`src/rw_pkg.sv`:
```
package rw_pkg;

   localparam int N_THREADS     = 8;
   localparam int LOG_CQ_SLOTS  = 6;
   localparam int LOG_RW_WIDTH  = 2;    // objects are 4 bytes wide.
   localparam int REQ_LOG_DEPTH = 3;

   typedef logic [$clog2(N_THREADS)-1:0] thread_id_t;
   typedef logic [LOG_CQ_SLOTS-1:0]      cq_slot_t;
   typedef logic [(8 << LOG_RW_WIDTH)-1:0] object_t;
   typedef logic [511:0]                 line_t;
   typedef logic [7:0]                   fifo_size_t;

   typedef enum logic [3:0] {
      TASK_NORMAL           = 4'd0,
      TASK_UNDO_LOG_RESTORE = 4'd1,
      TASK_OTHER            = 4'd2
   } task_type_e;

   typedef struct packed {
      logic [31:0] ts;
      logic [31:0] locale;
      task_type_e  ttype;
      logic        no_read;
   } task_t;

   typedef struct packed {
      task_t      task_desc;
      cq_slot_t   cq_slot;
      thread_id_t thread;
      object_t    object;
   } rw_write_t;

   // one class per cycle, counted by the control block.
   typedef enum logic [2:0] {
      CYC_IDLE        = 3'd0,
      CYC_NO_TASK     = 3'd1,
      CYC_ACCEPT      = 3'd2,
      CYC_STALL_FULL  = 3'd3,
      CYC_STALL_MEM   = 3'd4,
      CYC_STALL_OTHER = 3'd5
   } cycle_class_e;

   localparam logic [7:0] REG_RW_BASE     = 8'h10;
   localparam logic [7:0] REG_OUT_THRESH  = 8'h14;
   localparam logic [7:0] REG_N_DEQUEUES  = 8'h18;
   localparam logic [7:0] REG_START       = 8'h1C;
   localparam logic [7:0] REG_CNT_NO_TASK = 8'h80;
   localparam logic [7:0] REG_CNT_ACCEPT  = 8'h84;
   localparam logic [7:0] REG_CNT_FULL    = 8'h88;
   localparam logic [7:0] REG_CNT_MEM     = 8'h8C;
   localparam logic [7:0] REG_CNT_OTHER   = 8'hA0;
   localparam logic [7:0] REG_STATUS      = 8'hA4;

endpackage

```
`src/rw_ifs.sv`:
```
`timescale 1ns/1ps

interface rw_issue_if;
   import rw_pkg::*;

   logic       accept;       // one-cycle strobe per accepted task.
   logic       needs_read;
   logic       is_restore;
   task_t      task_desc;
   cq_slot_t   cq_slot;
   thread_id_t thread;
   logic       req_ready;    // request queue has room.
   logic       held_free;    // held register empty or draining now.

   modport decode (
      output accept, needs_read, is_restore, task_desc, cq_slot, thread,
      input  req_ready, held_free
   );

   modport execute (
      input  accept, needs_read, task_desc, thread,
      output req_ready
   );

   modport result (
      input  accept, needs_read, is_restore, task_desc, cq_slot, thread,
      output held_free
   );
endinterface

interface rw_ctrl_if;
   import rw_pkg::*;

   logic [31:0]  base_addr;
   fifo_size_t   out_thresh;
   logic         dequeue_open;
   logic         started;
   cycle_class_e cycle_class;    // registered, one cycle behind the task port.

   modport decode (input out_thresh, dequeue_open, started, output cycle_class);
   modport execute (input base_addr);
   modport ctrl (output base_addr, out_thresh, dequeue_open, started, input cycle_class);
endinterface

```
`src/fifo.sv`:
```
`timescale 1ns/1ps

module fifo #(
   parameter int WIDTH     = 8,
   parameter int LOG_DEPTH = 3
) (
   input  logic             clk,
   input  logic             rstn,
   input  logic             wr_en,
   input  logic [WIDTH-1:0] wr_data,
   input  logic             rd_en,
   output logic [WIDTH-1:0] rd_data,
   output logic             full,
   output logic             empty
);
   logic [WIDTH-1:0]   mem [2**LOG_DEPTH];
   logic [LOG_DEPTH:0] wr_ptr;    // extra bit tells full from empty.
   logic [LOG_DEPTH:0] rd_ptr;
   logic               push;
   logic               pop;

   assign empty = wr_ptr == rd_ptr;
   assign full  = (wr_ptr[LOG_DEPTH] != rd_ptr[LOG_DEPTH]) &&
                  (wr_ptr[LOG_DEPTH-1:0] == rd_ptr[LOG_DEPTH-1:0]);
   assign push  = wr_en && !full;
   assign pop   = rd_en && !empty;

   // head word is visible without a read strobe.
   assign rd_data = mem[rd_ptr[LOG_DEPTH-1:0]];

   always_ff @(posedge clk) begin
      if (push) begin
         mem[wr_ptr[LOG_DEPTH-1:0]] <= wr_data;
      end
   end

   always_ff @(posedge clk) begin
      if (!rstn) begin
         wr_ptr <= '0;
         rd_ptr <= '0;
      end else begin
         if (push) begin
            wr_ptr <= wr_ptr + 1'b1;
         end
         if (pop) begin
            rd_ptr <= rd_ptr + 1'b1;
         end
      end
   end

endmodule

```
`src/rw_task_decode.sv`:
```
`timescale 1ns/1ps

module rw_task_decode (
   input  logic               clk,
   input  logic               rstn,
   input  logic               task_in_valid,
   output logic               task_in_ready,
   input  rw_pkg::task_t      task_in,
   input  rw_pkg::cq_slot_t   cq_slot_in,
   input  rw_pkg::thread_id_t thread_id_in,
   input  logic               gvt_slot_valid,
   input  rw_pkg::cq_slot_t   gvt_slot,
   input  rw_pkg::fifo_size_t task_out_fifo_occ,
   rw_issue_if.decode         issue,
   rw_ctrl_if.decode          ctrl
);
   import rw_pkg::*;

   logic         below_thresh;
   logic         gvt_hit;
   logic         can_dequeue;
   logic         resource_ok;
   cycle_class_e cycle_class_d;

   assign issue.is_restore = task_in.ttype == TASK_UNDO_LOG_RESTORE;
   assign issue.needs_read = !task_in.no_read && !issue.is_restore;
   assign issue.task_desc  = task_in;
   assign issue.cq_slot    = cq_slot_in;
   assign issue.thread     = thread_id_in;

   assign below_thresh = task_out_fifo_occ < ctrl.out_thresh;
   assign gvt_hit      = gvt_slot_valid && (gvt_slot == cq_slot_in);    // oldest task always goes.
   assign can_dequeue  = ctrl.started && ctrl.dequeue_open && (below_thresh || gvt_hit);
   assign resource_ok  = issue.needs_read ? issue.req_ready : issue.held_free;

   assign task_in_ready = can_dequeue && resource_ok;
   assign issue.accept  = task_in_valid && task_in_ready;

   always_comb begin
      if (!ctrl.started) begin
         cycle_class_d = CYC_IDLE;
      end else if (!task_in_valid) begin
         cycle_class_d = CYC_NO_TASK;
      end else if (task_in_ready) begin
         cycle_class_d = CYC_ACCEPT;
      end else if (!(below_thresh || gvt_hit)) begin
         cycle_class_d = CYC_STALL_FULL;
      end else if (issue.needs_read && !issue.req_ready) begin
         cycle_class_d = CYC_STALL_MEM;
      end else begin
         cycle_class_d = CYC_STALL_OTHER;    // budget spent or held register busy.
      end
   end

   // the control block sees each class one cycle later.
   always_ff @(posedge clk) begin
      if (!rstn) begin
         ctrl.cycle_class <= CYC_IDLE;
      end else begin
         ctrl.cycle_class <= cycle_class_d;
      end
   end

endmodule

```
`src/rw_read_request.sv`:
```
`timescale 1ns/1ps

module rw_read_request (
   input  logic               clk,
   input  logic               rstn,
   output logic               arvalid,
   input  logic               arready,
   output logic [31:0]        araddr,
   output rw_pkg::thread_id_t arid,
   rw_issue_if.execute        issue,
   rw_ctrl_if.execute         ctrl
);
   import rw_pkg::*;

   logic [31:0] req_addr;
   logic        req_push;
   logic        req_full;
   logic        req_empty;

   assign req_addr = ctrl.base_addr + (issue.task_desc.locale << LOG_RW_WIDTH);
   assign req_push = issue.accept && issue.needs_read;

   assign issue.req_ready = !req_full;
   assign arvalid         = !req_empty;

   // requests leave in acceptance order, the thread id doubles as the read id.
   fifo #(
      .WIDTH     (32 + $bits(thread_id_t)),
      .LOG_DEPTH (REQ_LOG_DEPTH)
   ) req_fifo (
      .clk     (clk),
      .rstn    (rstn),
      .wr_en   (req_push),
      .wr_data ({req_addr, issue.thread}),
      .rd_en   (arvalid && arready),
      .rd_data ({araddr, arid}),
      .full    (req_full),
      .empty   (req_empty)
   );

endmodule

```
`src/rw_result_select.sv`:
```
`timescale 1ns/1ps

module rw_result_select (
   input  logic               clk,
   input  logic               rstn,
   input  logic               rvalid,
   output logic               rready,
   input  rw_pkg::thread_id_t rid,
   input  rw_pkg::line_t      rdata,
   output logic               task_out_valid,
   input  logic               task_out_ready,
   output rw_pkg::rw_write_t  task_out,
   rw_issue_if.result         issue
);
   import rw_pkg::*;

   task_t      desc_mem [N_THREADS];
   cq_slot_t   slot_mem [N_THREADS];
   object_t    undo_log [2**LOG_CQ_SLOTS];

   logic       held_valid;
   logic       held_restore;
   task_t      held_task;
   cq_slot_t   held_slot;
   thread_id_t held_thread;
   object_t    undo_word;
   logic       load_held;
   logic       out_fire;
   task_t      resp_task;

   assign load_held = issue.accept && !issue.needs_read;
   assign out_fire  = task_out_valid && task_out_ready;

   // the held entry always wins the output, so it drains whenever ready is high.
   assign issue.held_free = !held_valid || task_out_ready;

   always_ff @(posedge clk) begin
      if (issue.accept) begin
         desc_mem[issue.thread] <= issue.task_desc;
         slot_mem[issue.thread] <= issue.cq_slot;
      end
   end

   always_ff @(posedge clk) begin
      if (!rstn) begin
         held_valid <= 1'b0;
      end else if (load_held) begin
         held_valid <= 1'b1;
      end else if (held_valid && task_out_ready) begin
         held_valid <= 1'b0;
      end
   end

   always_ff @(posedge clk) begin
      if (load_held) begin
         held_task    <= issue.task_desc;
         held_slot    <= issue.cq_slot;
         held_thread  <= issue.thread;
         held_restore <= issue.is_restore;
      end
   end

   // read before write, a restore sees the log as it was before this edge.
   always_ff @(posedge clk) begin
      if (out_fire) begin
         undo_log[task_out.cq_slot] <= task_out.object;
      end
      if (issue.accept && issue.is_restore) begin
         undo_word <= undo_log[issue.cq_slot];
      end
   end

   assign resp_task = desc_mem[rid];

   always_comb begin
      if (held_valid) begin
         task_out.task_desc = held_task;
         task_out.cq_slot   = held_slot;
         task_out.thread    = held_thread;
         task_out.object    = held_restore ? undo_word : '0;    // no-read tasks carry zero.
         task_out_valid     = 1'b1;
         rready             = 1'b0;
      end else begin
         task_out.task_desc = resp_task;
         task_out.cq_slot   = slot_mem[rid];
         task_out.thread    = rid;
         task_out.object    = rdata[$bits(object_t) * resp_task.locale[3:0] +: $bits(object_t)];
         task_out_valid     = rvalid;
         rready             = rvalid && task_out_ready;
      end
   end

endmodule

```
`src/rw_ctrl_regs.sv`:
```
`timescale 1ns/1ps

module rw_ctrl_regs (
   input  logic               clk,
   input  logic               rstn,
   input  logic               reg_wvalid,
   input  logic [7:0]         reg_waddr,
   input  logic [31:0]        reg_wdata,
   input  logic               reg_arvalid,
   input  logic [7:0]         reg_araddr,
   output logic               reg_rvalid,
   output logic [31:0]        reg_rdata,
   input  rw_pkg::fifo_size_t task_out_fifo_occ,
   input  logic [7:0]         status_bits,
   rw_ctrl_if.ctrl            ctrl
);
   import rw_pkg::*;

   logic [31:0] dequeues_left;
   logic        budget_write;
   logic        budget_write_q;
   logic        accept_pending;
   logic [31:0] cnt_no_task;
   logic [31:0] cnt_accept;
   logic [31:0] cnt_full;
   logic [31:0] cnt_mem;
   logic [31:0] cnt_other;

   assign budget_write = reg_wvalid && (reg_waddr == REG_N_DEQUEUES);

   // an accept from the cycle before a budget write is not charged to the new budget.
   assign accept_pending = (ctrl.cycle_class == CYC_ACCEPT) && !budget_write_q;

   // the class arrives a cycle late, so the last accept is taken off here.
   assign ctrl.dequeue_open = dequeues_left > {31'b0, accept_pending};

   always_ff @(posedge clk) begin
      if (!rstn) begin
         ctrl.base_addr  <= '0;
         ctrl.out_thresh <= '1;
         ctrl.started    <= 1'b0;
         dequeues_left   <= '1;
         budget_write_q  <= 1'b0;
      end else begin
         budget_write_q <= budget_write;
         if (reg_wvalid) begin
            case (reg_waddr)
               REG_RW_BASE:    ctrl.base_addr  <= {reg_wdata[29:0], 2'b00};
               REG_OUT_THRESH: ctrl.out_thresh <= reg_wdata[7:0];
               REG_START:      ctrl.started    <= reg_wdata[0];
               default: ;
            endcase
         end
         if (budget_write) begin
            dequeues_left <= reg_wdata;
         end else if (accept_pending) begin
            dequeues_left <= dequeues_left - 32'd1;
         end
      end
   end

   always_ff @(posedge clk) begin
      if (!rstn) begin
         cnt_no_task <= '0;
         cnt_accept  <= '0;
         cnt_full    <= '0;
         cnt_mem     <= '0;
         cnt_other   <= '0;
      end else begin
         case (ctrl.cycle_class)
            CYC_NO_TASK:     cnt_no_task <= cnt_no_task + 32'd1;
            CYC_ACCEPT:      cnt_accept  <= cnt_accept + 32'd1;
            CYC_STALL_FULL:  cnt_full    <= cnt_full + 32'd1;
            CYC_STALL_MEM:   cnt_mem     <= cnt_mem + 32'd1;
            CYC_STALL_OTHER: cnt_other   <= cnt_other + 32'd1;
            default: ;
         endcase
      end
   end

   always_ff @(posedge clk) begin
      if (!rstn) begin
         reg_rvalid <= 1'b0;
      end else begin
         reg_rvalid <= reg_arvalid;
      end
   end

   always_ff @(posedge clk) begin
      if (reg_arvalid) begin
         case (reg_araddr)
            REG_RW_BASE:     reg_rdata <= ctrl.base_addr;
            REG_OUT_THRESH:  reg_rdata <= {24'b0, task_out_fifo_occ};    // live occupancy.
            REG_N_DEQUEUES:  reg_rdata <= dequeues_left;
            REG_START:       reg_rdata <= {31'b0, ctrl.started};
            REG_CNT_NO_TASK: reg_rdata <= cnt_no_task;
            REG_CNT_ACCEPT:  reg_rdata <= cnt_accept;
            REG_CNT_FULL:    reg_rdata <= cnt_full;
            REG_CNT_MEM:     reg_rdata <= cnt_mem;
            REG_CNT_OTHER:   reg_rdata <= cnt_other;
            REG_STATUS:      reg_rdata <= {24'b0, status_bits};
            default:         reg_rdata <= '0;
         endcase
      end
   end

endmodule

```
`src/rw_read_top.sv`:
```
`timescale 1ns/1ps

module rw_read_top (
   input  logic               clk,
   input  logic               rstn,
   input  logic               task_in_valid,
   output logic               task_in_ready,
   input  rw_pkg::task_t      task_in,
   input  rw_pkg::cq_slot_t   cq_slot_in,
   input  rw_pkg::thread_id_t thread_id_in,
   input  logic               gvt_slot_valid,
   input  rw_pkg::cq_slot_t   gvt_slot,
   output logic               arvalid,
   input  logic               arready,
   output logic [31:0]        araddr,
   output rw_pkg::thread_id_t arid,
   input  logic               rvalid,
   output logic               rready,
   input  rw_pkg::thread_id_t rid,
   input  rw_pkg::line_t      rdata,
   output logic               task_out_valid,
   input  logic               task_out_ready,
   output rw_pkg::rw_write_t  task_out,
   input  rw_pkg::fifo_size_t task_out_fifo_occ,
   input  logic               reg_wvalid,
   input  logic [7:0]         reg_waddr,
   input  logic [31:0]        reg_wdata,
   input  logic               reg_arvalid,
   input  logic [7:0]         reg_araddr,
   output logic               reg_rvalid,
   output logic [31:0]        reg_rdata
);
   logic [7:0] status_bits;

   rw_issue_if issue ();
   rw_ctrl_if  ctrl ();

   assign status_bits = {arvalid, arready, rvalid, rready,
                         task_in_valid, task_in_ready, task_out_valid, task_out_ready};

   rw_task_decode u_decode (
      .clk (clk), .rstn (rstn),
      .task_in_valid (task_in_valid), .task_in_ready (task_in_ready),
      .task_in (task_in), .cq_slot_in (cq_slot_in), .thread_id_in (thread_id_in),
      .gvt_slot_valid (gvt_slot_valid), .gvt_slot (gvt_slot),
      .task_out_fifo_occ (task_out_fifo_occ),
      .issue (issue.decode), .ctrl (ctrl.decode)
   );

   rw_read_request u_execute (
      .clk (clk), .rstn (rstn),
      .arvalid (arvalid), .arready (arready), .araddr (araddr), .arid (arid),
      .issue (issue.execute), .ctrl (ctrl.execute)
   );

   rw_result_select u_result (
      .clk (clk), .rstn (rstn),
      .rvalid (rvalid), .rready (rready), .rid (rid), .rdata (rdata),
      .task_out_valid (task_out_valid), .task_out_ready (task_out_ready),
      .task_out (task_out), .issue (issue.result)
   );

   rw_ctrl_regs u_ctrl (
      .clk (clk), .rstn (rstn),
      .reg_wvalid (reg_wvalid), .reg_waddr (reg_waddr), .reg_wdata (reg_wdata),
      .reg_arvalid (reg_arvalid), .reg_araddr (reg_araddr),
      .reg_rvalid (reg_rvalid), .reg_rdata (reg_rdata),
      .task_out_fifo_occ (task_out_fifo_occ), .status_bits (status_bits),
      .ctrl (ctrl.ctrl)
   );

endmodule

```
`config.mk`:
```
export PLATFORM = sky130hd
export DESIGN_NAME = rw_read_top
export DESIGN_NICKNAME = d
export VERILOG_FILES = /design/src/rw_pkg.sv /design/src/rw_ifs.sv /design/src/fifo.sv /design/src/rw_task_decode.sv /design/src/rw_read_request.sv /design/src/rw_result_select.sv /design/src/rw_ctrl_regs.sv /design/src/rw_read_top.sv
export SDC_FILE = /design/constraint.sdc
export NUM_CORES = 2
export LEC_CHECK = 0
export BUFFER_PORTS_ARGS = -buffer_cell sky130_fd_sc_hd__buf_2
export CAP_MARGIN = 20
export CORE_ASPECT_RATIO = 0.9
export CORE_UTILIZATION = 23
export CTS_CLUSTER_SIZE = 40
export DETAILED_ROUTE_END_ITERATION = 7
export PLACE_DENSITY = 0.38
export SYNTH_ARGS = -nofsm -noshare
export SYNTH_HDL_FRONTEND = slang
export SYNTH_HIERARCHICAL = 1
export SYNTH_SLANG_ARGS = --single-unit
```
`constraint.sdc`:
```
create_clock -name clk -period 10.8 [get_ports clk]
set_clock_uncertainty 0.05 [all_clocks]
set_input_delay 1.08 -clock clk [delete_from_list [all_inputs] [get_ports clk]]
set_output_delay 1.08 -clock clk [all_outputs]
set_load 0.05 [all_outputs]
```
# After elaboration in Yosys (flattened, before gate mapping)

Memory sizes are Yosys's and may differ from the RTL's. A register that Yosys moved wholly into a read port is not among the register bits.
Cells that the tools add are included.

Add/subtract/negate cells: 9
Order comparisons: 2
Eq/ne operators: 24
Shifts and indexed selects: 1
Multiplexer cells: 22
Bitwise gates (word level): 4
Reduce and logical (&&, ||, !) cells: 36

Operators with widths:

| operator                                                             | number |
|---|---|
| 512-bit by 10-bit variable part select with 32-bit output            | 1 |
| 32-bit one-hot mux with 10 select lines                              | 1 |
| 32-bit by 1-bit adder with 32-bit output, second input constant      | 5 |
| 110-bit 2-to-1 mux                                                   | 1 |
| 32-bit 2-to-1 mux                                                    | 3 |
| 8-bit by 5-bit == test with 1-bit output, second input constant      | 8 |
| 8-bit == test, second input constant                                 | 6 |
| 32-bit adder                                                         | 1 |
| 32-bit by 1-bit greater-than comparator with 1-bit output            | 1 |
| 32-bit by 1-bit subtractor with 32-bit output, second input constant | 1 |
| 1-bit logical AND                                                    | 19 |
| 1-bit 2-to-1 mux                                                     | 13 |
| 4-bit by 1-bit adder with 4-bit output, second input constant        | 2 |
| 8-bit less-than comparator                                           | 1 |
| 2-bit AND reduction                                                  | 4 |
| 1-bit logical NOT                                                    | 7 |
| 3-bit by 2-bit == test with 1-bit output, second input constant      | 2 |
| 3-bit == test, second input constant                                 | 2 |
| 6-bit == test                                                        | 1 |
| 3-bit 2-to-1 mux                                                     | 2 |
| 5-bit OR reduction                                                   | 1 |
| 4-bit by 1-bit == test with 1-bit output, second input constant      | 1 |
| 4-bit == test                                                        | 1 |
| 2-bit 2-to-1 mux                                                     | 2 |
| other kinds (7)                                                      | 12 |

Register bits: 356
Memory bits (writable): 2928
Bits of input ports: 664
Output and inout bits: 182
Logic and storage cells: 127
Memories: 4

Memory list:

| memory                 | words | width | rd ports | clocked after memory_dff | write ports | line                   | source |
|---|---|---|---|---|---|---|---|
| u_result.undo_log      | 64    | 32    | 1        | 1                        | 1           | rw_result_select.sv:19 | `object_t undo_log [2**LOG_CQ_SLOTS];` |
| u_result.desc_mem      | 8     | 69    | 1        | 0                        | 1           | rw_result_select.sv:17 | `task_t desc_mem [N_THREADS];` |
| u_execute.req_fifo.mem | 8     | 35    | 1        | 1                        | 1           | fifo.sv:16             | `logic [WIDTH-1:0] mem [2**LOG_DEPTH];` |
| u_result.slot_mem      | 8     | 6     | 1        | 0                        | 1           | rw_result_select.sv:18 | `cq_slot_t slot_mem [N_THREADS];` |

# Longest topological paths before layout

Word-level depth: 11
Gate-level depth with buffers: 14
Depth with buffers taken out: 12

# Modules after synthesis

Netlist, hierarchy kept.

Modules (own cells, without submodules):

| module           | instances | cells an instance | area an instance (um^2) | seq. area each (um^2) |
|---|---|---|---|---|
| rw_result_select | 1         | 4936              | 109072.1                | 82869.5 |
| rw_ctrl_regs     | 1         | 1576              | 13462.9                 | 5625.4 |
| fifo             | 1         | 488               | 11428.5                 | 8628.3 |
| rw_read_request  | 1         | 233               | 1667.8                  | 0.0 |
| rw_task_decode   | 1         | 130               | 1033.5                  | 60.1 |

# Worst setup path before layout

OpenSTA, ideal clock, no wires.

Path kind: in2reg
From: in task_out_fifo_occ[2]
To: mem u_result/desc_mem[2][0] (netlist bit), enable pin
Setup time: 601 ps
Data arrival time: 7517 ps
Required time: 10149 ps
Slack: 2632 ps
Stages on the path: 8
Path buffers: 0
Cell sequence: ha_1 > a211oi_2 > o21ai_1 > a41oi_2 > nor2_2 > nor3_1 > nand2_1 > nor3_1

Cells in the longest elaborated chain, start to end: 7

Ends and longest elaborated chain:

| element                                | line                   | source |
|---|---|---|
| start: declaration                     | rw_read_top.sv:24      | `input rw_pkg::fifo_size_t task_out_fifo_occ,` |
| 8-bit less-than comparator             | rw_task_decode.sv:31   | `assign below_thresh = task_out_fifo_occ < ctrl.out_thresh;` |
| 1-bit logical OR                       | rw_task_decode.sv:33   | `assign can_dequeue = ctrl.started && ctrl.dequeue_open && (below_thresh \|\| gvt_hit);` |
| 1-bit logical AND                      | rw_task_decode.sv:33   |  |
| 1-bit logical AND                      | rw_task_decode.sv:36   | `assign task_in_ready = can_dequeue && resource_ok;` |
| 1-bit logical AND                      | rw_task_decode.sv:37   | `assign issue.accept = task_in_valid && task_in_ready;` |
| net issue.accept                       | rw_ifs.sv:6            | `logic accept;` |
| 1-bit 2-to-1 mux                       | rw_result_select.sv:38 | `if (issue.accept) begin` |
| 1-bit 2-to-1 mux (not written as such) | rw_result_select.sv:39 | `desc_mem[issue.thread] <= issue.task_desc;` |
| end: declaration                       | rw_result_select.sv:17 |  |

The timed path passes the listed nets, and every way through them passes these cells.

==> impl_results.md <==
* Status: finished, final reports clean
* Die area at 0.597 mm^2
* Post-DP HPWL at 364000 um
* Clk_lat worst skew at 0.98 ns
* Post-CTS Setup Inserts at 0
* Largest net degree at the start of global routing at 115
* Leak at 51.6 nW
* Most common cell after layout, fill and taps aside: edfxtp_1
* Antenna violations before repair at 168
* CTS Buf Count at 371
* Pwr Total at 0.0295 W
* First-pass detailed-route iteration total at 5
* Min Tclk post-route at 6.80 ns
* Clock Root Buffer: clkbuf_16
* Nets at 9012
* Synthesized area at 0.137 mm^2
* Utilization after layout at 0.276
* Synth Area in Adders at 0.00427
* Top post-synthesis cells by area: edfxtp_1, mux4_2, dfxtp_1
* GR Util All Layers at 0.178
* Most frequent cells in the layout: edfxtp_1, mux4_2, buf_2
* WP data arrival at 5.67 ns
* Commonest register cell after synthesis: edfxtp_1
* Slew @ Worst Pin at 1.26 ns
* Ys Warns at 6
* Share of layout cells above drive strength 1 at 0.316
* Worst-path clk slew at 0.06 ns
* First-pass GRT wire length at 727000 um
* Grt total ovfl at 0
* Post-cts resize count at 0
* Worst setup path class: in2out
* DRT iter0 DRCs at 9023
* #FFs+latches synth at 3319
* Initial core utilization at 0.231
* CTS tree: yes
* Unrepaired setup endpoints after global routing: no
* Setup WS post-layout at 4.00 ns
* Hold_ws at 0.310 ns
* Clk buf depth at 4
* Area growth from synthesis to layout at 19.6%
* PwrDens at 180 mW/mm^2
* Compound-Gate Fraction of Synth Area at 0.0270
* H-Tree Depth at 5
* Worst setup SP type: input pin
* Maximum VDD drop at 0.126 mV
* Antenna Violating Nets Remaining at 0
* GP Congestion at 0.882
* Async S/R FF share, synth at 0
* Part of the cycle the worst path needs at 0.630
* Max-slew violations at 0
* Final Hold Vio Count at 0
* Area leader, netlist: edfxtp_1
* Simple-Gate Fraction of Synth Area at 0.0527
* Die Y at 733 um
* Core Area at 0.592 mm^2
* Post-synthesis mux area share at 0.174
* Clock sink count at 3319
* Maximum clock rate at 147 MHz
* Drt total wl at 550000 um
* Relative slew margins at 0.139
* Mapped Cells at 7363
* I/O Buffers at 845
* Worst slack, placed at 3.99 ns
* Yosys top cell area share at 0.675
* EDFF count, synth at 3071
* Worst EP required at 9.67 ns
* Fin Setup TNS at 0 ns
* Max Cap Viol at 0
* Vias in the first global route at 77.9k
* Hold Path Class: in2reg
* IO Pins at 846
* Post-CTS Hold Fix Bufs at 0
* Standard-cell row count at 268
* DR WL/cell at 33.4 um
* CP Max Fanout at 65
* CP endpoint kind: output pin
* Die width at 815 um
* XOR/XNOR Fraction of Synth Area at 0.0108
* Vias per cell at 4.78
* Unique masters post-synth at 102
* Via count at 78.8k
* DR DRC count at 0
* # setup viols final at 0
* Synthesized area per cell at 18.6 um^2
* Register area share after synthesis at 0.711
* Largest family of logic cells by synthesized area: multiplexers
Yosys cell counts (all sizes together), types with 14 or more instances:
master and instances:
o221ai 35, nor4 27, nor2b 36, mux4 925, o22ai 29, edfxtp 3071
a21o 14, mux2i 228, buf 252, inv 43, nand3 253, clkbuf 265
nor2 256, ha 45, a22oi 57, nor3 46, a31oi 19, nand2 564
nand4 69, xor2 100, a21oi 159, xnor2 68, and4 25, mux2 50
and2 30, a211oi 31, or4 21, and3 37, nand2b 35, o21ai 153
dfxtp 248, or3 33, o211ai 14
final cells by class:
type                       count  area, um^2
tap                         7830        9800
sequential                  3319       97200
fill                       59000      428000
timing repair buffer        1082        6190
inverter                      45         174
clock buffer                 470        9840
multi-input combinational   3483       38100
antenna                       43         108
clock inverter               209        2090
registers in the layout, summed over array words and instances, names as in the netlist, 6 cells and up, named ones only:
signal	count
u_execute/req_fifo/mem	280
u_ctrl/cnt_other	32
u_result/held_task	69
u_ctrl/cnt_mem	32
u_result/desc_mem	552
u_result/slot_mem	48
u_ctrl/cnt_accept	32
u_ctrl/ctrl.base_addr	30
u_ctrl/cnt_full	32
u_result/undo_log	2048
u_result/undo_word	32
u_ctrl/dequeues_left	32
u_ctrl/reg_rdata	32
u_result/held_slot	6
u_ctrl/cnt_no_task	32
u_ctrl/ctrl.out_thresh	8
worst paths after layout:
path | from | end | slack (ns) | cells after the start
worst max-delay path | rid[0] | task_out[16] | 4.00 | 9
worst min-delay path | reg_wdata[9] | u_ctrl/dequeues_left[9] | 0.31 | 3
worst max register to register | u_result/held_valid | u_result/undo_log[12][17] | 5.94 | 7
worst min register to register | u_ctrl/cnt_accept[31] | u_ctrl/cnt_accept[31] | 0.43 | 2
per-stage QoR:
step | std cells | area [um^2]
2_1_floorplan | 7364 | 137000
3_3_place_gp | 15800 | 151000
3_5_place_dp | 15800 | 151000
4_1_cts | 16400 | 163000
5_1_grt | 16500 | 163000
6_report | 16500 | 163000
power by group:
part	total (W)	leakage [nW]	internal [W]	switching, W
clock network	0.0127	5.78	0.00723	0.00542
logic	0.00239	16.5	0.000680	0.00171
registers	0.0144	29.3	0.0144	0.0000122
total	0.0295	51.6	0.0223	0.00715
critical path, cell delays in order:
cell and delay, ns:
buf_8 0.31, mux2_2 0.39, mux4_4 0.99, buf_12 0.32, mux4_2 0.54, mux2i_1 0.84, o221ai_4 0.14, buf_4 0.34
buf_2 0.36
routing by layer:
metal / up-vias / GRT usage / share of wire
met3: 644 / 0.0371 / 0.075
met1: 43000 / 0.255 / 0.45
met4: 32 / 0.0376 / 0.022
li1: 31900 / - / -
met5: - / 0 / 0.00042
met2: 3219 / 0.277 / 0.45
cell families (layout without fill, tap and decap cells):
group / count (synthesis) / in the layout
AOI/OAI and AO/OA: 580 / 580
xor gates and xnor gates: 168 / 168
adders and majority gates: 46 / 46
buffers and inverters: 562 / 1806
DFF: 3319 / 3319
muxes: 1203 / 1203
other: 1 / 45
and+or+nand+nor: 1484 / 1484
(Power assumes the default switching activity.)
